## src/max7219_pkg.sv

```systemverilog
//############################
// max7219 package
// register map and word format of the MAX7219 serial protocol
//############################
package max7219_pkg;

	typedef logic [3:0] reg_addr_t;

	// sent MSB first, 16 bits per word
	typedef struct packed {
		logic [3:0] rsvd;
		reg_addr_t  addr;
		logic [7:0] data;
	} spi_word_t;

	localparam reg_addr_t REG_DECODE     = 4'h9;
	localparam reg_addr_t REG_INTENSITY  = 4'hA;
	localparam reg_addr_t REG_SCAN_LIMIT = 4'hB;
	localparam reg_addr_t REG_SHUTDOWN   = 4'hC;

	localparam logic [3:0] INTENSITY = 4'hA;

	// start-up sequence, index 0 goes out first
	localparam spi_word_t CONFIG_WORDS [0:3] = '{
		'{rsvd: 4'h0, addr: REG_DECODE,     data: 8'h00},
		'{rsvd: 4'h0, addr: REG_INTENSITY,  data: {4'h0, INTENSITY}},
		'{rsvd: 4'h0, addr: REG_SCAN_LIMIT, data: 8'h07},
		'{rsvd: 4'h0, addr: REG_SHUTDOWN,   data: 8'h01}
	};

	typedef enum logic [1:0] {
		ST_IDLE,
		ST_LOAD,
		ST_SHIFT,
		ST_LATCH
	} serial_state_t;

endpackage

```

## src/matrix_pkg.sv

```systemverilog
//############################
// matrix package
// types and constants of the 8x8 game matrix, the player point
// and the row words sent toward the LED driver
//############################
package matrix_pkg;

	// rows and columns of the LED matrix
	localparam int MATRIX_SIZE = 8;

	typedef logic [2:0] row_idx_t;
	// bit c is column c
	typedef logic [7:0] row_bits_t;
	// row r sits at bits [8r+7:8r], row 0 is the bottom row
	typedef logic [63:0] frame_t;

	typedef struct packed {
		row_idx_t row;
		row_idx_t col;
	} point_pos_t;

	// single-cycle button pulses
	typedef struct packed {
		logic up;
		logic down;
		logic left;
		logic right;
	} buttons_t;

	typedef struct packed {
		row_idx_t  row;
		row_bits_t bits;
	} row_word_t;

	localparam frame_t BACKG_INIT = {8'hE0, 8'h00, 8'h00, 8'hE0, 8'h00, 8'hE0, 8'h00, 8'h00};
	localparam point_pos_t POINT_INIT = '{row: 3'd0, col: 3'd4};

endpackage
```

## src/bb_system.sv

```systemverilog
//############################
// game top level
// point and background feed the frame composer, whose rows
// reach the MAX7219 serializer through a row FIFO
//############################
`timescale 1ns/1ps

module bb_system #(
	parameter int SPEED_DIV  = 12_500_000,
	parameter int FIFO_DEPTH = 8
) (
	input  logic                 clock_50,
	input  logic                 arst_n,
	input  matrix_pkg::buttons_t buttons,
	output logic                 max7219_din,
	output logic                 max7219_ncs,
	output logic                 max7219_clk,
	output logic                 crash
);

	matrix_pkg::point_pos_t pos;
	matrix_pkg::frame_t     backg;
	logic                   halt;
	logic                   comp_valid;
	logic                   comp_ready;
	matrix_pkg::row_word_t  comp_word;
	logic                   ser_valid;
	logic                   ser_ready;
	matrix_pkg::row_word_t  ser_word;

	//############################
	// game state
	//############################
	point_ctrl point_ctrl_i (
		.clock_50 (clock_50),
		.arst_n   (arst_n),
		.buttons  (buttons),
		.halt     (halt),
		.pos      (pos)
	);

	backg_scroller #(.SPEED_DIV(SPEED_DIV)) backg_scroller_i (
		.clock_50 (clock_50),
		.arst_n   (arst_n),
		.halt     (halt),
		.backg    (backg)
	);

	frame_composer frame_composer_i (
		.clock_50  (clock_50),
		.arst_n    (arst_n),
		.pos       (pos),
		.backg     (backg),
		.out_valid (comp_valid),
		.out_ready (comp_ready),
		.out_word  (comp_word),
		.halt      (halt),
		.crash     (crash)
	);

	//############################
	// row stream to the matrix
	//############################
	row_fifo #(.FIFO_DEPTH(FIFO_DEPTH)) row_fifo_i (
		.clock_50  (clock_50),
		.arst_n    (arst_n),
		.in_valid  (comp_valid),
		.in_ready  (comp_ready),
		.in_word   (comp_word),
		.out_valid (ser_valid),
		.out_ready (ser_ready),
		.out_word  (ser_word)
	);

	max7219_serial max7219_serial_i (
		.clock_50    (clock_50),
		.arst_n      (arst_n),
		.in_valid    (ser_valid),
		.in_ready    (ser_ready),
		.in_word     (ser_word),
		.max7219_din (max7219_din),
		.max7219_ncs (max7219_ncs),
		.max7219_clk (max7219_clk)
	);

endmodule

```

## src/max7219_serial.sv

```systemverilog
//############################
// MAX7219 serializer
// sends the start-up words, then one digit word per row word,
// MSB first with a half-rate serial clock, latched by ncs
//############################
`timescale 1ns/1ps

module max7219_serial (
	input  logic                  clock_50,
	input  logic                  arst_n,
	input  logic                  in_valid,
	output logic                  in_ready,
	input  matrix_pkg::row_word_t in_word,
	output logic                  max7219_din,
	output logic                  max7219_ncs,
	output logic                  max7219_clk
);

	max7219_pkg::serial_state_t state;
	max7219_pkg::spi_word_t     shreg;
	max7219_pkg::spi_word_t     row_spi;
	logic [2:0]                 cfg_cnt;
	logic [3:0]                 bit_cnt;
	logic                       cfg_done;

	assign cfg_done = cfg_cnt[2];
	assign in_ready = (state == max7219_pkg::ST_IDLE) && cfg_done;

	// digit registers 1..8 hold rows 0..7, column 7 goes out first
	assign row_spi = '{
		rsvd: 4'h0,
		addr: max7219_pkg::reg_addr_t'(in_word.row) + 4'd1,
		data: in_word.bits
	};

	//############################
	// word register
	//############################
	always_ff @(posedge clock_50) begin
		if (state == max7219_pkg::ST_IDLE) begin
			if (!cfg_done)
				shreg <= max7219_pkg::CONFIG_WORDS[cfg_cnt[1:0]];
			else if (in_valid)
				shreg <= row_spi;
		end else if (state == max7219_pkg::ST_SHIFT && max7219_clk) begin
			shreg <= shreg << 1;
		end
	end

	//############################
	// FSM and serial lines
	//############################
	always_ff @(posedge clock_50 or negedge arst_n) begin
		if (!arst_n) begin
			state       <= max7219_pkg::ST_IDLE;
			cfg_cnt     <= '0;
			bit_cnt     <= '0;
			max7219_din <= 1'b0;
			max7219_ncs <= 1'b1;
			max7219_clk <= 1'b0;
		end else begin
			case (state)
				max7219_pkg::ST_IDLE: begin
					if (!cfg_done) begin
						cfg_cnt <= cfg_cnt + 3'd1;
						state   <= max7219_pkg::ST_LOAD;
					end else if (in_valid) begin
						state <= max7219_pkg::ST_LOAD;
					end
				end
				max7219_pkg::ST_LOAD: begin
					// select the chip with the first bit already on din
					max7219_ncs <= 1'b0;
					max7219_din <= shreg[15];
					bit_cnt     <= '0;
					state       <= max7219_pkg::ST_SHIFT;
				end
				max7219_pkg::ST_SHIFT: begin
					if (!max7219_clk) begin
						max7219_clk <= 1'b1;
					end else begin
						max7219_clk <= 1'b0;
						if (bit_cnt == 4'd15) begin
							state <= max7219_pkg::ST_LATCH;
						end else begin
							bit_cnt     <= bit_cnt + 4'd1;
							max7219_din <= shreg[14];
						end
					end
				end
				max7219_pkg::ST_LATCH: begin
					max7219_ncs <= 1'b1;
					max7219_din <= 1'b0;
					state       <= max7219_pkg::ST_IDLE;
				end
				default: state <= max7219_pkg::ST_IDLE;
			endcase
		end
	end

endmodule

```

## src/row_fifo.sv

```systemverilog
//############################
// row FIFO
// circular buffer of row words between composer and serializer
//############################
`timescale 1ns/1ps

module row_fifo #(
	parameter int FIFO_DEPTH = 8
) (
	input  logic                  clock_50,
	input  logic                  arst_n,
	input  logic                  in_valid,
	output logic                  in_ready,
	input  matrix_pkg::row_word_t in_word,
	output logic                  out_valid,
	input  logic                  out_ready,
	output matrix_pkg::row_word_t out_word
);

	localparam int PTR_W = (FIFO_DEPTH > 1) ? $clog2(FIFO_DEPTH) : 1;
	localparam int CNT_W = $clog2(FIFO_DEPTH + 1);

	matrix_pkg::row_word_t mem [FIFO_DEPTH];
	logic [PTR_W-1:0]      wr_ptr;
	logic [PTR_W-1:0]      rd_ptr;
	logic [CNT_W-1:0]      count;
	logic                  push;
	logic                  pop;

	assign in_ready  = (count != CNT_W'(FIFO_DEPTH));
	assign out_valid = (count != '0);
	assign out_word  = mem[rd_ptr];
	assign push      = in_valid && in_ready;
	assign pop       = out_valid && out_ready;

	always_ff @(posedge clock_50) begin
		if (push)
			mem[wr_ptr] <= in_word;
	end

	always_ff @(posedge clock_50 or negedge arst_n) begin
		if (!arst_n) begin
			wr_ptr <= '0;
			rd_ptr <= '0;
			count  <= '0;
		end else begin
			if (push)
				wr_ptr <= (wr_ptr == PTR_W'(FIFO_DEPTH - 1)) ? '0 : wr_ptr + 1'b1;
			if (pop)
				rd_ptr <= (rd_ptr == PTR_W'(FIFO_DEPTH - 1)) ? '0 : rd_ptr + 1'b1;
			// simultaneous push and pop leave the fill level unchanged
			if (push && !pop)
				count <= count + 1'b1;
			else if (pop && !push)
				count <= count - 1'b1;
		end
	end

endmodule

```

## src/frame_composer.sv

```systemverilog
//############################
// frame composer
// overlays point and background into frame snapshots, detects
// the crash and streams the rows out on valid/ready
//############################
`timescale 1ns/1ps

module frame_composer (
	input  logic                   clock_50,
	input  logic                   arst_n,
	input  matrix_pkg::point_pos_t pos,
	input  matrix_pkg::frame_t     backg,
	output logic                   out_valid,
	input  logic                   out_ready,
	output matrix_pkg::row_word_t  out_word,
	output logic                   halt,
	output logic                   crash
);

	localparam int RW = $bits(matrix_pkg::row_bits_t);
	localparam matrix_pkg::row_idx_t LAST_ROW =
		matrix_pkg::row_idx_t'(matrix_pkg::MATRIX_SIZE - 1);

	logic                 init;
	logic                 xfer;
	logic                 take_snap;
	logic                 overlap;
	matrix_pkg::row_idx_t row_cnt;
	matrix_pkg::frame_t   point_mask;
	matrix_pkg::frame_t   live;
	// frame being sent, and the one taken for the next round
	matrix_pkg::frame_t   cur;
	matrix_pkg::frame_t   snap;

	always_comb begin
		point_mask = '0;
		point_mask[pos.row*RW + pos.col] = 1'b1;
	end

	assign live      = backg | point_mask;
	assign overlap   = |(backg & point_mask);
	assign xfer      = out_valid && out_ready;
	// a frozen game keeps its last snapshot
	assign take_snap = (init || (xfer && row_cnt == '0)) && !crash;

	assign out_word = '{row: row_cnt, bits: cur[row_cnt*RW +: RW]};
	assign halt     = crash;

	always_ff @(posedge clock_50 or negedge arst_n) begin
		if (!arst_n) begin
			init      <= 1'b1;
			out_valid <= 1'b0;
			row_cnt   <= '0;
			crash     <= 1'b0;
		end else begin
			init <= 1'b0;
			if (init)
				out_valid <= 1'b1;
			// wraps from the top row back to row 0
			if (xfer)
				row_cnt <= row_cnt + 3'd1;
			if (take_snap && overlap)
				crash <= 1'b1;
		end
	end

	always_ff @(posedge clock_50) begin
		if (init)
			cur <= live;
		else if (xfer && row_cnt == LAST_ROW)
			cur <= snap;
		if (take_snap)
			snap <= live;
	end

endmodule

```

## src/backg_scroller.sv

```systemverilog
//############################
// background scroller
// speed prescaler plus a rotating set of eight background
// rows, one step toward the bottom row per prescaler wrap
//############################
`timescale 1ns/1ps

module backg_scroller #(
	parameter int SPEED_DIV = 12_500_000
) (
	input  logic               clock_50,
	input  logic               arst_n,
	input  logic               halt,
	output matrix_pkg::frame_t backg
);

	localparam int CNT_W = (SPEED_DIV > 1) ? $clog2(SPEED_DIV) : 1;
	localparam int RW    = $bits(matrix_pkg::row_bits_t);

	logic [CNT_W-1:0]   div_cnt;
	logic               div_wrap;
	matrix_pkg::frame_t backg_rot;

	assign div_wrap = (div_cnt == CNT_W'(SPEED_DIV - 1));

	// row r takes row r+1, top row takes the old bottom row
	always_comb begin
		for (int r = 0; r < matrix_pkg::MATRIX_SIZE; r++) begin
			backg_rot[r*RW +: RW] = backg[((r + 1) % matrix_pkg::MATRIX_SIZE)*RW +: RW];
		end
	end

	//############################
	// prescaler and rows
	//############################
	always_ff @(posedge clock_50 or negedge arst_n) begin
		if (!arst_n) begin
			div_cnt <= '0;
			backg   <= matrix_pkg::BACKG_INIT;
		end else if (!halt) begin
			if (div_wrap) begin
				div_cnt <= '0;
				backg   <= backg_rot;
			end else begin
				div_cnt <= div_cnt + 1'b1;
			end
		end
	end

endmodule

```

## src/point_ctrl.sv

```systemverilog
//############################
// point controller
// holds the player point and moves it one step per button
// pulse, saturating at the matrix edges
//############################
`timescale 1ns/1ps

module point_ctrl (
	input  logic                   clock_50,
	input  logic                   arst_n,
	input  matrix_pkg::buttons_t   buttons,
	input  logic                   halt,
	output matrix_pkg::point_pos_t pos
);

	localparam matrix_pkg::row_idx_t EDGE_HI =
		matrix_pkg::row_idx_t'(matrix_pkg::MATRIX_SIZE - 1);

	matrix_pkg::point_pos_t pos_next;

	// vertical move first, then horizontal
	always_comb begin
		pos_next = pos;
		if (buttons.up && pos_next.row != EDGE_HI)
			pos_next.row = pos_next.row + 3'd1;
		if (buttons.down && pos_next.row != '0)
			pos_next.row = pos_next.row - 3'd1;
		if (buttons.left && pos_next.col != EDGE_HI)
			pos_next.col = pos_next.col + 3'd1;
		if (buttons.right && pos_next.col != '0)
			pos_next.col = pos_next.col - 3'd1;
	end

	always_ff @(posedge clock_50 or negedge arst_n) begin
		if (!arst_n) begin
			pos <= matrix_pkg::POINT_INIT;
		end else if (!halt) begin
			pos <= pos_next;
		end
	end

endmodule

```

## config.mk

```make
export PLATFORM = sky130hd
export DESIGN_NAME = bb_system
export DESIGN_NICKNAME = d
export VERILOG_FILES = /design/src/max7219_pkg.sv /design/src/matrix_pkg.sv /design/src/bb_system.sv /design/src/max7219_serial.sv /design/src/row_fifo.sv /design/src/frame_composer.sv /design/src/backg_scroller.sv /design/src/point_ctrl.sv
export SDC_FILE = /design/constraint.sdc
export NUM_CORES = 1
export LEC_CHECK = 0
export ABC_AREA = 1
export BUFFER_PORTS_ARGS = -buffer_cell sky130_fd_sc_hd__buf_2
export CAP_MARGIN = 20
export CORE_UTILIZATION = 59
export CTS_BUF_LIST = sky130_fd_sc_hd__clkbuf_4
export DETAILED_ROUTE_END_ITERATION = 12
export PLACE_DENSITY = 0.78
export SYNTH_ARGS = -nofsm -noshare
export SYNTH_HDL_FRONTEND = slang
export SYNTH_SLANG_ARGS = --single-unit
```

## constraint.sdc

```tcl
create_clock -name clock_50 -period 4.5 [get_ports clock_50]
set_clock_uncertainty 0.15 [all_clocks]
set_input_delay 0.225 -clock clock_50 [delete_from_list [all_inputs] [get_ports clock_50]]
set_output_delay 0.225 -clock clock_50 [all_outputs]
set_load 0.02 [all_outputs]
```

# Yosys cells after proc, flatten, opt, wreduce, memory -nomap -nowiden
# Memory sizes are Yosys's and may differ from the RTL's.
# Cells that the tools add are included.
[word_totals]
out_inout_bits = 4
word_cells = 135
n_memories = 1
in_bits = 6
regBits = 266
mem_bits_rw = 88
[memory_table]
columns = ["name", "words", "width", "rd", "rd_clocked_by_memory_dff", "wr", "line_no", "text"]
rows = [
  ["row_fifo_i.mem", 8, 11, 1, 0, 1, "row_fifo.sv:23", "matrix_pkg::row_word_t mem [FIFO_DEPTH];"],
]
[op_classes]
bitwise = 5
n_reduce_logical = 37
order_cmp = 3
muxes = 36
n_addsub = 14
shifts = 1
eq_ne = 15
[op_table]
columns = ["op", "count"]
rows = [
  ["$mux 64", 2],
  ["$mux 16", 6],
  ["$and 64x64->64", 1],
  ["$or 64x64->64", 1],
  ["$reduce_or 64->1", 1],
  ["$shiftx 64x7->8", 1],
  ["$bmux 16 s2", 1],
  ["$ge 32x1->1 const B", 1],
  ["$lt 32x7->1 const B", 1],
  ["$add 24x1->24 const B", 1],
  ["$eq 24x24->1 const B", 1],
  ["$mux 24", 1],
  ["$mux 3", 7],
  ["$add 3x1->3 const B", 6],
  ["$mux 4", 4],
  ["$logic_and 1x1->1", 15],
  ["$reduce_bool 2->1", 5],
  ["$eq 3x3->1 const B", 3],
  ["$ne 3x3->1 const B", 3],
  ["$reduce_and 3->1", 3],
  ["$reduce_bool 3->1", 3],
  ["$add 4x1->4 const B", 2],
  ["$mux 2", 4],
  ["$pmux 2 s4", 1],
  ["other kinds (24)", 37],
]

# Longest topological paths before layout
# Gate-level depths: netlist (run 1).
[depth]
ltp_word = 8
ltp_mapped = 15
mapped_depth_nobuf = 14

# Cells and area by module
# A second synthesis (run 1) with hierarchy kept.
[hier_totals]
hier_cells = 1919
hier_area_um2 = 17250.3
[modules_own_cells]
columns = ["mod", "seq_area_each_um2", "cells_per_inst", "instances", "area_per_inst_um2"]
rows = [
  ["frame_composer", 3995.1, 766, 1, 6795.3],
  ["backg_scroller", 2213.4, 529, 1, 4202.8],
  ["row_fifo", 2892.8, 378, 1, 4174.0],
  ["max7219_serial", 782.0, 159, 1, 1470.2],
  ["point_ctrl", 151.4, 87, 1, 608.1],
]

# Worst setup path after synthesis (run 1)
# OpenSTA, ideal clock, no wires.
[synth_timing]
kind = "reg-to-reg"
startpoint = "register frame_composer_i.row_cnt[1]"
endpoint = "register frame_composer_i.snap[0] (enable)"
required_time_ns = 3.864
stages_incl_launch_ff = 8
arrival_ns = 4.160
synth_period_minus_slack_ns = 4.796
setup_ns = 0.486
setup_slack_ns = -0.296
path_buffers = 1
cell_sequence = "dfrtp_1 -> inv_1 -> clkbuf_1 -> ha_1 -> inv_1 -> o31ai_1 -> inv_1 -> nor2_1"
[synth_between]
elab_chain_cells = 4
[synth_lines]
columns = ["item", "line_no", "text"]
rows = [
  ["from (decl)", "frame_composer.sv:28", "matrix_pkg::row_idx_t row_cnt;"],
  ["from (signal assigned)", "frame_composer.sv:61", "row_cnt <= row_cnt + 3'd1;"],
  ["$logic_not 3->1", "frame_composer.sv:44", "assign take_snap = (init || (xfer && row_cnt == '0)) && !crash;"],
  ["$logic_and 1x1->1", "frame_composer.sv:44", ""],
  ["$logic_or 1x1->1", "frame_composer.sv:44", ""],
  ["$logic_and 1x1->1", "frame_composer.sv:44", ""],
  ["via frame_composer_i.take_snap", "frame_composer.sv:26", "logic take_snap;"],
  ["to (signal assigned)", "frame_composer.sv:73", "snap <= live;"],
  ["to (decl)", "frame_composer.sv:33", "matrix_pkg::frame_t snap;"],
]
# The timed path passes the listed nets, and every way through them passes these cells.
# A chain may end at the register's enable or synchronous reset.

# Worst setup path after layout (run 1)
[layout_timing]
startpoint = "register point_ctrl_i.pos[0] (netlist name)"
endpoint = "register point_ctrl_i.pos[0] (netlist name)"
[layout_between]
elab_chain_cells = 6
word_cells_on_any_way = 8
cone_classes = "add/sub (2); eq/ne (1); mux (2); reduce/logical (3)"
[layout_lines]
columns = ["item", "line_no", "text"]
rows = [
  ["parallel branches: the longest is 2 deep, another holds $add 3x1->3", "--", ""],
  ["$mux 3 (*)", "point_ctrl.sv:28", "if (buttons.left && pos_next.col != EDGE_HI)"],
  ["parallel branches: the longest is 2 deep, another holds $sub 3x1->3", "--", ""],
  ["$mux 3 (*)", "point_ctrl.sv:30", "if (buttons.right && pos_next.col != '0)"],
]
# Mark *: on every way between the ends.

==> impl_metrics.env, run 1 <==
export IMPL_run_status="complete, no violations"
export IMPL_cts_root_buf="clkbuf_4"
export IMPL_synth_top_cell_by_area="edfxtp_1"
export IMPL_dieHeight_um=168
export IMPL_grt_first_pass_wirelength_um=57600
export IMPL_ctsResizeCount=0
export IMPL_cellPowerDensity_nw_per_um2=542
export IMPL_maxSlewViolCount=0
export IMPL_yosysUniqueCellTypes=39
export IMPL_p_comb_share_pct=22.6
export IMPL_start_util_pct=60.3
export IMPL_grt_overflow_total=0
export IMPL_clkPwrFrac_pct=29.0
export IMPL_p_seq_share_pct=48.4
export IMPL_arrival_ps=4030
export IMPL_hpwl_um=23200
export IMPL_synthToLayoutAreaGrowth_pct=10.8
export IMPL_ys_seq_area_share_pct=61.8
export IMPL_synth_area_top_cells="edfxtp_1 43%, dfrtp_1 17%, nand2_1 8.8%"
export IMPL_rsz0062_at_grt="false"
export IMPL_numPlacedInstances=1999
export IMPL_dieArea_um2=28200
export IMPL_layout_nets=1804
export IMPL_crit_fanout=8
export IMPL_vias=12093
export IMPL_synth_nets=1738
export IMPL_hold_buffers=11
export IMPL_htree_levels=3
export IMPL_wire_per_inst_um=16.3
export IMPL_grt_pass1_vias=11536
export IMPL_drc=0
export IMPL_netlist_area_um2=16200
export IMPL_yosys_warnings=0
export IMPL_nFillCells=2069
export IMPL_hold_slack_ps=318
export IMPL_grtUsageTotal_pct=25.9
export IMPL_fin_setup_tns_ps=0
export IMPL_portBuffers=9
export IMPL_gp_congestion=0.899
export IMPL_cts_made_buffers=92
export IMPL_max_freq_ghz=0.279
export IMPL_min_period_ps=3590
export IMPL_antenna_found_initial=1
export IMPL_startpoint_type="flip-flop"
export IMPL_setup_viol=0
export IMPL_clkSinkCount=354
export IMPL_hold_path_class="flip-flop to flip-flop"
export IMPL_die_x_um=168
export IMPL_postCtsSetupRepairBufs=0
export IMPL_grt_max_degree=99
export IMPL_p_leak_nw=7.72
export IMPL_ir_worst_vdd_mv=0.403
export IMPL_clk_pin_slew_worst_paths_ps=60
export IMPL_worstSkewPairLatency_ps=740
export IMPL_swShare_pct=32.2
export IMPL_worst_setup_path_end_kind="flip-flop"
export IMPL_post_route_period_util_pct=79.7
export IMPL_power_internal_mw=6.62
export IMPL_dpl_cell_area_um2=16600
export IMPL_clk_path_buf_depth=3
export IMPL_synthCells=1701
export IMPL_wirelength_um=35500
export IMPL_power_switching_mw=3.14
export IMPL_finalHoldViolations=0
export IMPL_worst_pin_slew_ps=1150
export IMPL_required_ps=4940
export IMPL_firstDrtPassIters=5
export IMPL_final_area_um2=18000
export IMPL_slew_headroom_pct=22.9
export IMPL_routed_via_density=5.54
export IMPL_ys_ff_latch=354
export IMPL_power_mw=9.75
export IMPL_drive_gt1_share_pct=12.0
export IMPL_ant_nets=0
export IMPL_cts_tree="yes"
export IMPL_syn_avg_cell_area_um2=9.55
export IMPL_io_pins=10
export IMPL_finalNonFillerCells=2182
export IMPL_crit_type="flip-flop to flip-flop"
export IMPL_synth_top_cell_area_share_pct=42.9
export IMPL_drtIter0Drc=1393
export IMPL_rows=60
export IMPL_core_um2=27000
export IMPL_drv_cap=0
[cell usage after synthesis]
cell type and instances:
nand2_1 379, edfxtp_1 232, nor2_1 219, o21ai_0 200
inv_1 181, dfrtp_1 110, nand3_1 92, clkbuf_1 54
a31oi_1 48, ha_1 30, o22ai_1 22, a21oi_1 16
buf_2 14, nand4_1 14, dfstp_2 12, nor3_1 10
xor2_1 10, o221ai_1 9, o211ai_1 8, o21a_1 5
buf_1 4, or2_2 4, a211oi_1 3, buf_4 3
clkinv_1 3, inv_2 3, o211a_1 2, o31ai_1 2
xnor2_1 2, a21o_1 1, a22oi_1 1, conb_1 1
fa_1 1, nand3b_1 1, nor2_4 1, nor3_2 1
nor3_4 1, o21bai_1 1, o41ai_1 1
[cells by family after synthesis]
kind of cell	synth area share, %
simple gates	17.9
buf+inv	6.23
fa+ha+maj	2.43
flops	61.8
xor+xnor	0.647
other cells	0.0231
compound gates	11.0
[power by group through the flow]
stage                     registers, mW  clock network [mW]  logic, mW
after floorplan                    4.73                   0       1.44
after global placement             4.75                   0       1.99
after detailed placement           4.78                   0       2.12
after CTS                          4.72                2.88       2.17
after global routing               4.78                3.05       2.47
final                              4.72                2.82       2.21
[per-layer routing]
| metal | vias to the layer above | part of all wire [%] | GRT usage, % |
|---|---|---|---|
| li1 | 5923 | - | - |
| met1 | 5622 | 44 | 35.5 |
| met2 | 469 | 47 | 41.4 |
| met3 | 79 | 6.9 | 4.58 |
| met4 | 0 | 2.3 | 10.1 |
| met5 | - | 0 | 0 |
[final timing paths]
path                                            start                           to  slack (ps)  cells after the start
max                               point_ctrl_i.pos[0]          point_ctrl_i.pos[0]         910                     14
min                        frame_composer_i.out_valid   frame_composer_i.out_valid         320                      2
max reg2reg                       point_ctrl_i.pos[0]          point_ctrl_i.pos[0]         910                     14
min reg2reg                frame_composer_i.out_valid   frame_composer_i.out_valid         320                      2
max in group asynchronous                      arst_n   backg_scroller_i.backg[48]        2880                      4
min in group asynchronous                      arst_n  frame_composer_i.row_cnt[2]         420                      3
[worst max-delay path, cell delays in order (launching register included)]
cell and delay [ps]:
dfrtp_1 500, ha_1 260, ha_1 180, inv_1 50, nand2_1 100, xor2_1 200, inv_1 90, ha_1 210
ha_1 210, nor2_1 180, nand2_1 70, dlygate4sd3_1 550, nand3_1 70, dlygate4sd3_1 550, o21ai_0 70
[state kept, by name, summed over array words and instances (netlist names)]
register and flops:
row_fifo_i.mem 88, backg_scroller_i.backg 64, frame_composer_i.cur 64, frame_composer_i.snap 64, backg_scroller_i.div_cnt 24, max7219_serial_i.shreg 16, point_ctrl_i.pos 6, max7219_serial_i.bit_cnt 4
row_fifo_i.count 4, frame_composer_i.row_cnt 3, max7219_serial_i.cfg_cnt 3, row_fifo_i.rd_ptr 3, row_fifo_i.wr_ptr 3, max7219_serial_i.state 2, frame_composer_i.crash 1, frame_composer_i.init 1
frame_composer_i.out_valid 1, max7219_serial_i.max7219_clk 1, max7219_serial_i.max7219_din 1, max7219_serial_i.max7219_ncs 1
[cell usage in the layout, fill, tap and decap left out, types with 2 or more instances in the layout]
cell type | synthesis | final
nand2_1 | 379 | 378
edfxtp_1 | 232 | 232
nor2_1 | 219 | 218
o21ai_0 | 200 | 200
inv_1 | 181 | 181
clkbuf_4 | 0 | 152
dfrtp_1 | 110 | 110
nand3_1 | 92 | 91
a31oi_1 | 48 | 48
ha_1 | 30 | 30
buf_4 | 3 | 25
o22ai_1 | 22 | 22
a21oi_1 | 16 | 16
nand4_1 | 14 | 14
dfstp_2 | 12 | 12
clkinv_1 | 3 | 11
xor2_1 | 10 | 10
nor3_1 | 10 | 10
dlygate4sd3_1 | 0 | 10
o221ai_1 | 9 | 9
o211ai_1 | 8 | 8
buf_2 | 14 | 8
o21a_1 | 5 | 5
or2_2 | 4 | 4
inv_2 | 3 | 3
a211oi_1 | 3 | 3
inv_6 | 0 | 3
clkinvlp_4 | 0 | 3
nor2_4 | 1 | 2
o31ai_1 | 2 | 2
o211a_1 | 2 | 2
xnor2_1 | 2 | 2
buf_12 | 0 | 2
buf_6 | 0 | 2
[final cells by class]
class / count / area (um^2) / area share (%)
multi-input combinational: 1085 / 5220 / 29.0
inverter: 187 / 702 / 3.90
clock buffer: 152 / 1140 / 6.34
sequential: 354 / 10000 / 55.7
timing repair buffer: 47 / 390 / 2.17
tap: 341 / 427 / 2.37
antenna: 1 / 2.50 / 0.0139
clock inverter: 15 / 87.6 / 0.486
[metrics by stage]
stage / util [%] / setup WS, ps
floorplan: - / 767
global placement: 61.6 / 1310
detailed placement: 61.7 / 1240
CTS: 66.7 / 919
global route: 66.8 / 671
finish: 66.8 / 912
Power figures use the tool's default switching activity.
==> run 2, diff against run 1 <==
--- a/config.mk
+++ b/config.mk
@@ -8,10 +8,10 @@
 export ABC_AREA = 1
 export BUFFER_PORTS_ARGS = -buffer_cell sky130_fd_sc_hd__buf_2
 export CAP_MARGIN = 20
-export CORE_UTILIZATION = 59
+export CORE_UTILIZATION = 61
 export CTS_BUF_LIST = sky130_fd_sc_hd__clkbuf_4
 export DETAILED_ROUTE_END_ITERATION = 12
-export PLACE_DENSITY = 0.78
+export PLACE_DENSITY = 0.77
 export SYNTH_ARGS = -nofsm -noshare
 export SYNTH_HDL_FRONTEND = slang
 export SYNTH_SLANG_ARGS = --single-unit
==> constraint.sdc (replaced) <==
create_clock -name clock_50 -period 3.45 [get_ports clock_50]
set_clock_uncertainty 0.15 [all_clocks]
set_input_delay 0.1725 -clock clock_50 [delete_from_list [all_inputs] [get_ports clock_50]]
set_output_delay 0.1725 -clock clock_50 [all_outputs]
set_load 0.02 [all_outputs]
==> run 2 against run 1 <==
Effect of this change:
- clock power is 31% higher
- sequential share of layout area down 0.24 points
- total power increased by 31%
- critical path type unchanged
- non-clock buffer count up 6
- fmax up 18%
- die area is 3.2% lower
- final cell count barely moved
- sequential cell count stayed put
==> impl_metrics.env, run 2 (synthesis gave the netlist of run 1 again) <==
export IMPL_rows=59
export IMPL_wire_per_inst_um=16.7
export IMPL_finalNonFillerCells=2181
export IMPL_finalHoldViolations=0
export IMPL_ir_worst_vdd_mv=0.523
export IMPL_antenna_found_initial=1
export IMPL_largest_register_ffs=88
export IMPL_drc=0
export IMPL_dieHeight_um=165
export IMPL_final_util_pct=69.4
export IMPL_post_route_period_util_pct=87.9
export IMPL_cts_made_buffers=90
export IMPL_clk_pin_slew_worst_paths_ps=70
export IMPL_arrival_ps=3500
export IMPL_fin_setup_tns_ps=0
export IMPL_gp_congestion=0.912
export IMPL_clk_path_buf_depth=3
export IMPL_crit_type="flip-flop to flip-flop"
export IMPL_dieArea_um2=27300
export IMPL_required_ps=3920
export IMPL_postCtsSetupRepairBufs=0
export IMPL_hold_path_class="flip-flop to flip-flop"
export IMPL_cellPowerDensity_nw_per_um2=706
export IMPL_grt_max_degree=135
export IMPL_setup_viol=0
export IMPL_mostFrequentLayoutCells="378 x nand2_1, 232 x edfxtp_1, 218 x nor2_1, 200 x o21ai_0, 181 x inv_1"
export IMPL_vias=12263
export IMPL_crit_fanout=8
export IMPL_htree_levels=3
export IMPL_worstSkewPairLatency_ps=730
export IMPL_mostFrequentLayoutCell="nand2_1"
export IMPL_drive_gt1_share_pct=11.7
export IMPL_hpwl_um=23300
export IMPL_grt_pass1_vias=11805
export IMPL_routed_via_density=5.62
export IMPL_wirelength_um=36300
export IMPL_synthToLayoutAreaGrowth_pct=11.3
export IMPL_ant_nets=0
export IMPL_min_period_ps=3030
export IMPL_grtUsageTotal_pct=27.7
export IMPL_worst_setup_path_end_kind="flip-flop"
export IMPL_p_leak_nw=7.76
export IMPL_portBuffers=9
export IMPL_core_um2=26100
export IMPL_rsz0062_at_grt="false"
export IMPL_cts_tree="yes"
export IMPL_run_status="complete, no violations"
export IMPL_startpoint_type="flip-flop"
export IMPL_die_x_um=165
export IMPL_drv_cap=0
export IMPL_io_pins=10
export IMPL_drtIter0Drc=1210
export IMPL_cts_root_buf="clkbuf_4"
export IMPL_grt_overflow_total=0
export IMPL_max_freq_ghz=0.330
export IMPL_worst_pin_slew_ps=1030
export IMPL_layout_nets=1808
export IMPL_start_util_pct=62.4
export IMPL_nFillCells=1973
export IMPL_top_register="row_fifo_i.mem"
export IMPL_clkSinkCount=354
export IMPL_pre_cts_ws_ps=467
export IMPL_grt_first_pass_wirelength_um=58600
export IMPL_maxSlewViolCount=0
export IMPL_slew_headroom_pct=31.4
export IMPL_setup_ws_ps=416
export IMPL_hold_slack_ps=300
export IMPL_firstDrtPassIters=6
export IMPL_numPlacedInstances=2004
[run 2: cell types whose count changed in the layout (fill, tap and decap cells not counted), sizes merged]
cell         previous run  this run
dlygate4sd3            10         8
bufinv                  0         3
inv                   187       184
clkinvlp                3         2
clkbuf                152       135
clkinv                 12        29
buf                    37        45
[run 2: where the power goes]
group | total, mW | switching, mW | leakage, nW | internal [mW]
logic | 2.91 | 2.09 | 3.15 | 0.819
registers | 6.15 | 0.325 | 3.89 | 5.82
clock network | 3.70 | 1.68 | 0.719 | 2.02
[run 2: worst max-delay path: stages, from the launching register on]
cell     delay [ps]
dfrtp_1         400
inv_1           130
ha_1            310
nand2_1         140
a31oi_1         440
inv_1            90
ha_1            230
inv_1           120
ha_1            240
a21o_1          150
a21oi_1         170
nand2_1          70
nand2_1          70
nor2_1           50
xor2_1          140
[run 2: final timing paths]
| path | start | endpoint | slack, ps | depth (start not counted) |
|---|---|---|---|---|
| max in group asynchronous | arst_n | backg_scroller_i.backg[37] | 2260 | 4 |
| hold / removal | frame_composer_i.out_valid | frame_composer_i.out_valid | 300 | 2 |
| setup reg to reg | max7219_serial_i.state[0] | row_fifo_i.count[3] | 420 | 14 |
| min in group asynchronous | arst_n | max7219_serial_i.max7219_ncs | 470 | 3 |
| hold reg to reg | frame_composer_i.out_valid | frame_composer_i.out_valid | 300 | 2 |
| setup / recovery | max7219_serial_i.state[0] | row_fifo_i.count[3] | 420 | 14 |
[run 2: metal layers]
layer	up-vias	track usage (%)	share of wire, %
met1	5774	35.8	42
met2	470	46.8	49
met4	0	10.5	2.3
met5	-	0	0
met3	86	5.02	6.4
li1	5933	-	-
[run 2: cell type report]
type / count / area [um^2] / share of cell area, %
multi-input combinational: 1085 / 5220 / 28.9
clock buffer: 135 / 1010 / 5.60
timing repair buffer: 53 / 475 / 2.63
sequential: 354 / 10000 / 55.5
clock inverter: 31 / 214 / 1.18
inverter: 187 / 702 / 3.88
tap: 335 / 419 / 2.32
antenna: 1 / 2.50 / 0.0138
[run 2: metrics by stage]
stage	total power, mW	cell area, um^2
4_1_cts	12.8	18100
6_report	12.8	18100
5_1_grt	13.5	18100
2_1_floorplan	8.04	16300
3_5_place_dp	9.09	16700
3_3_place_gp	8.94	16700
[run 2: repair_timing]
action,in CTS,in global routing
hold buffers,9,0
hold endpoints to repair,110,0
gates resized for setup,0,0
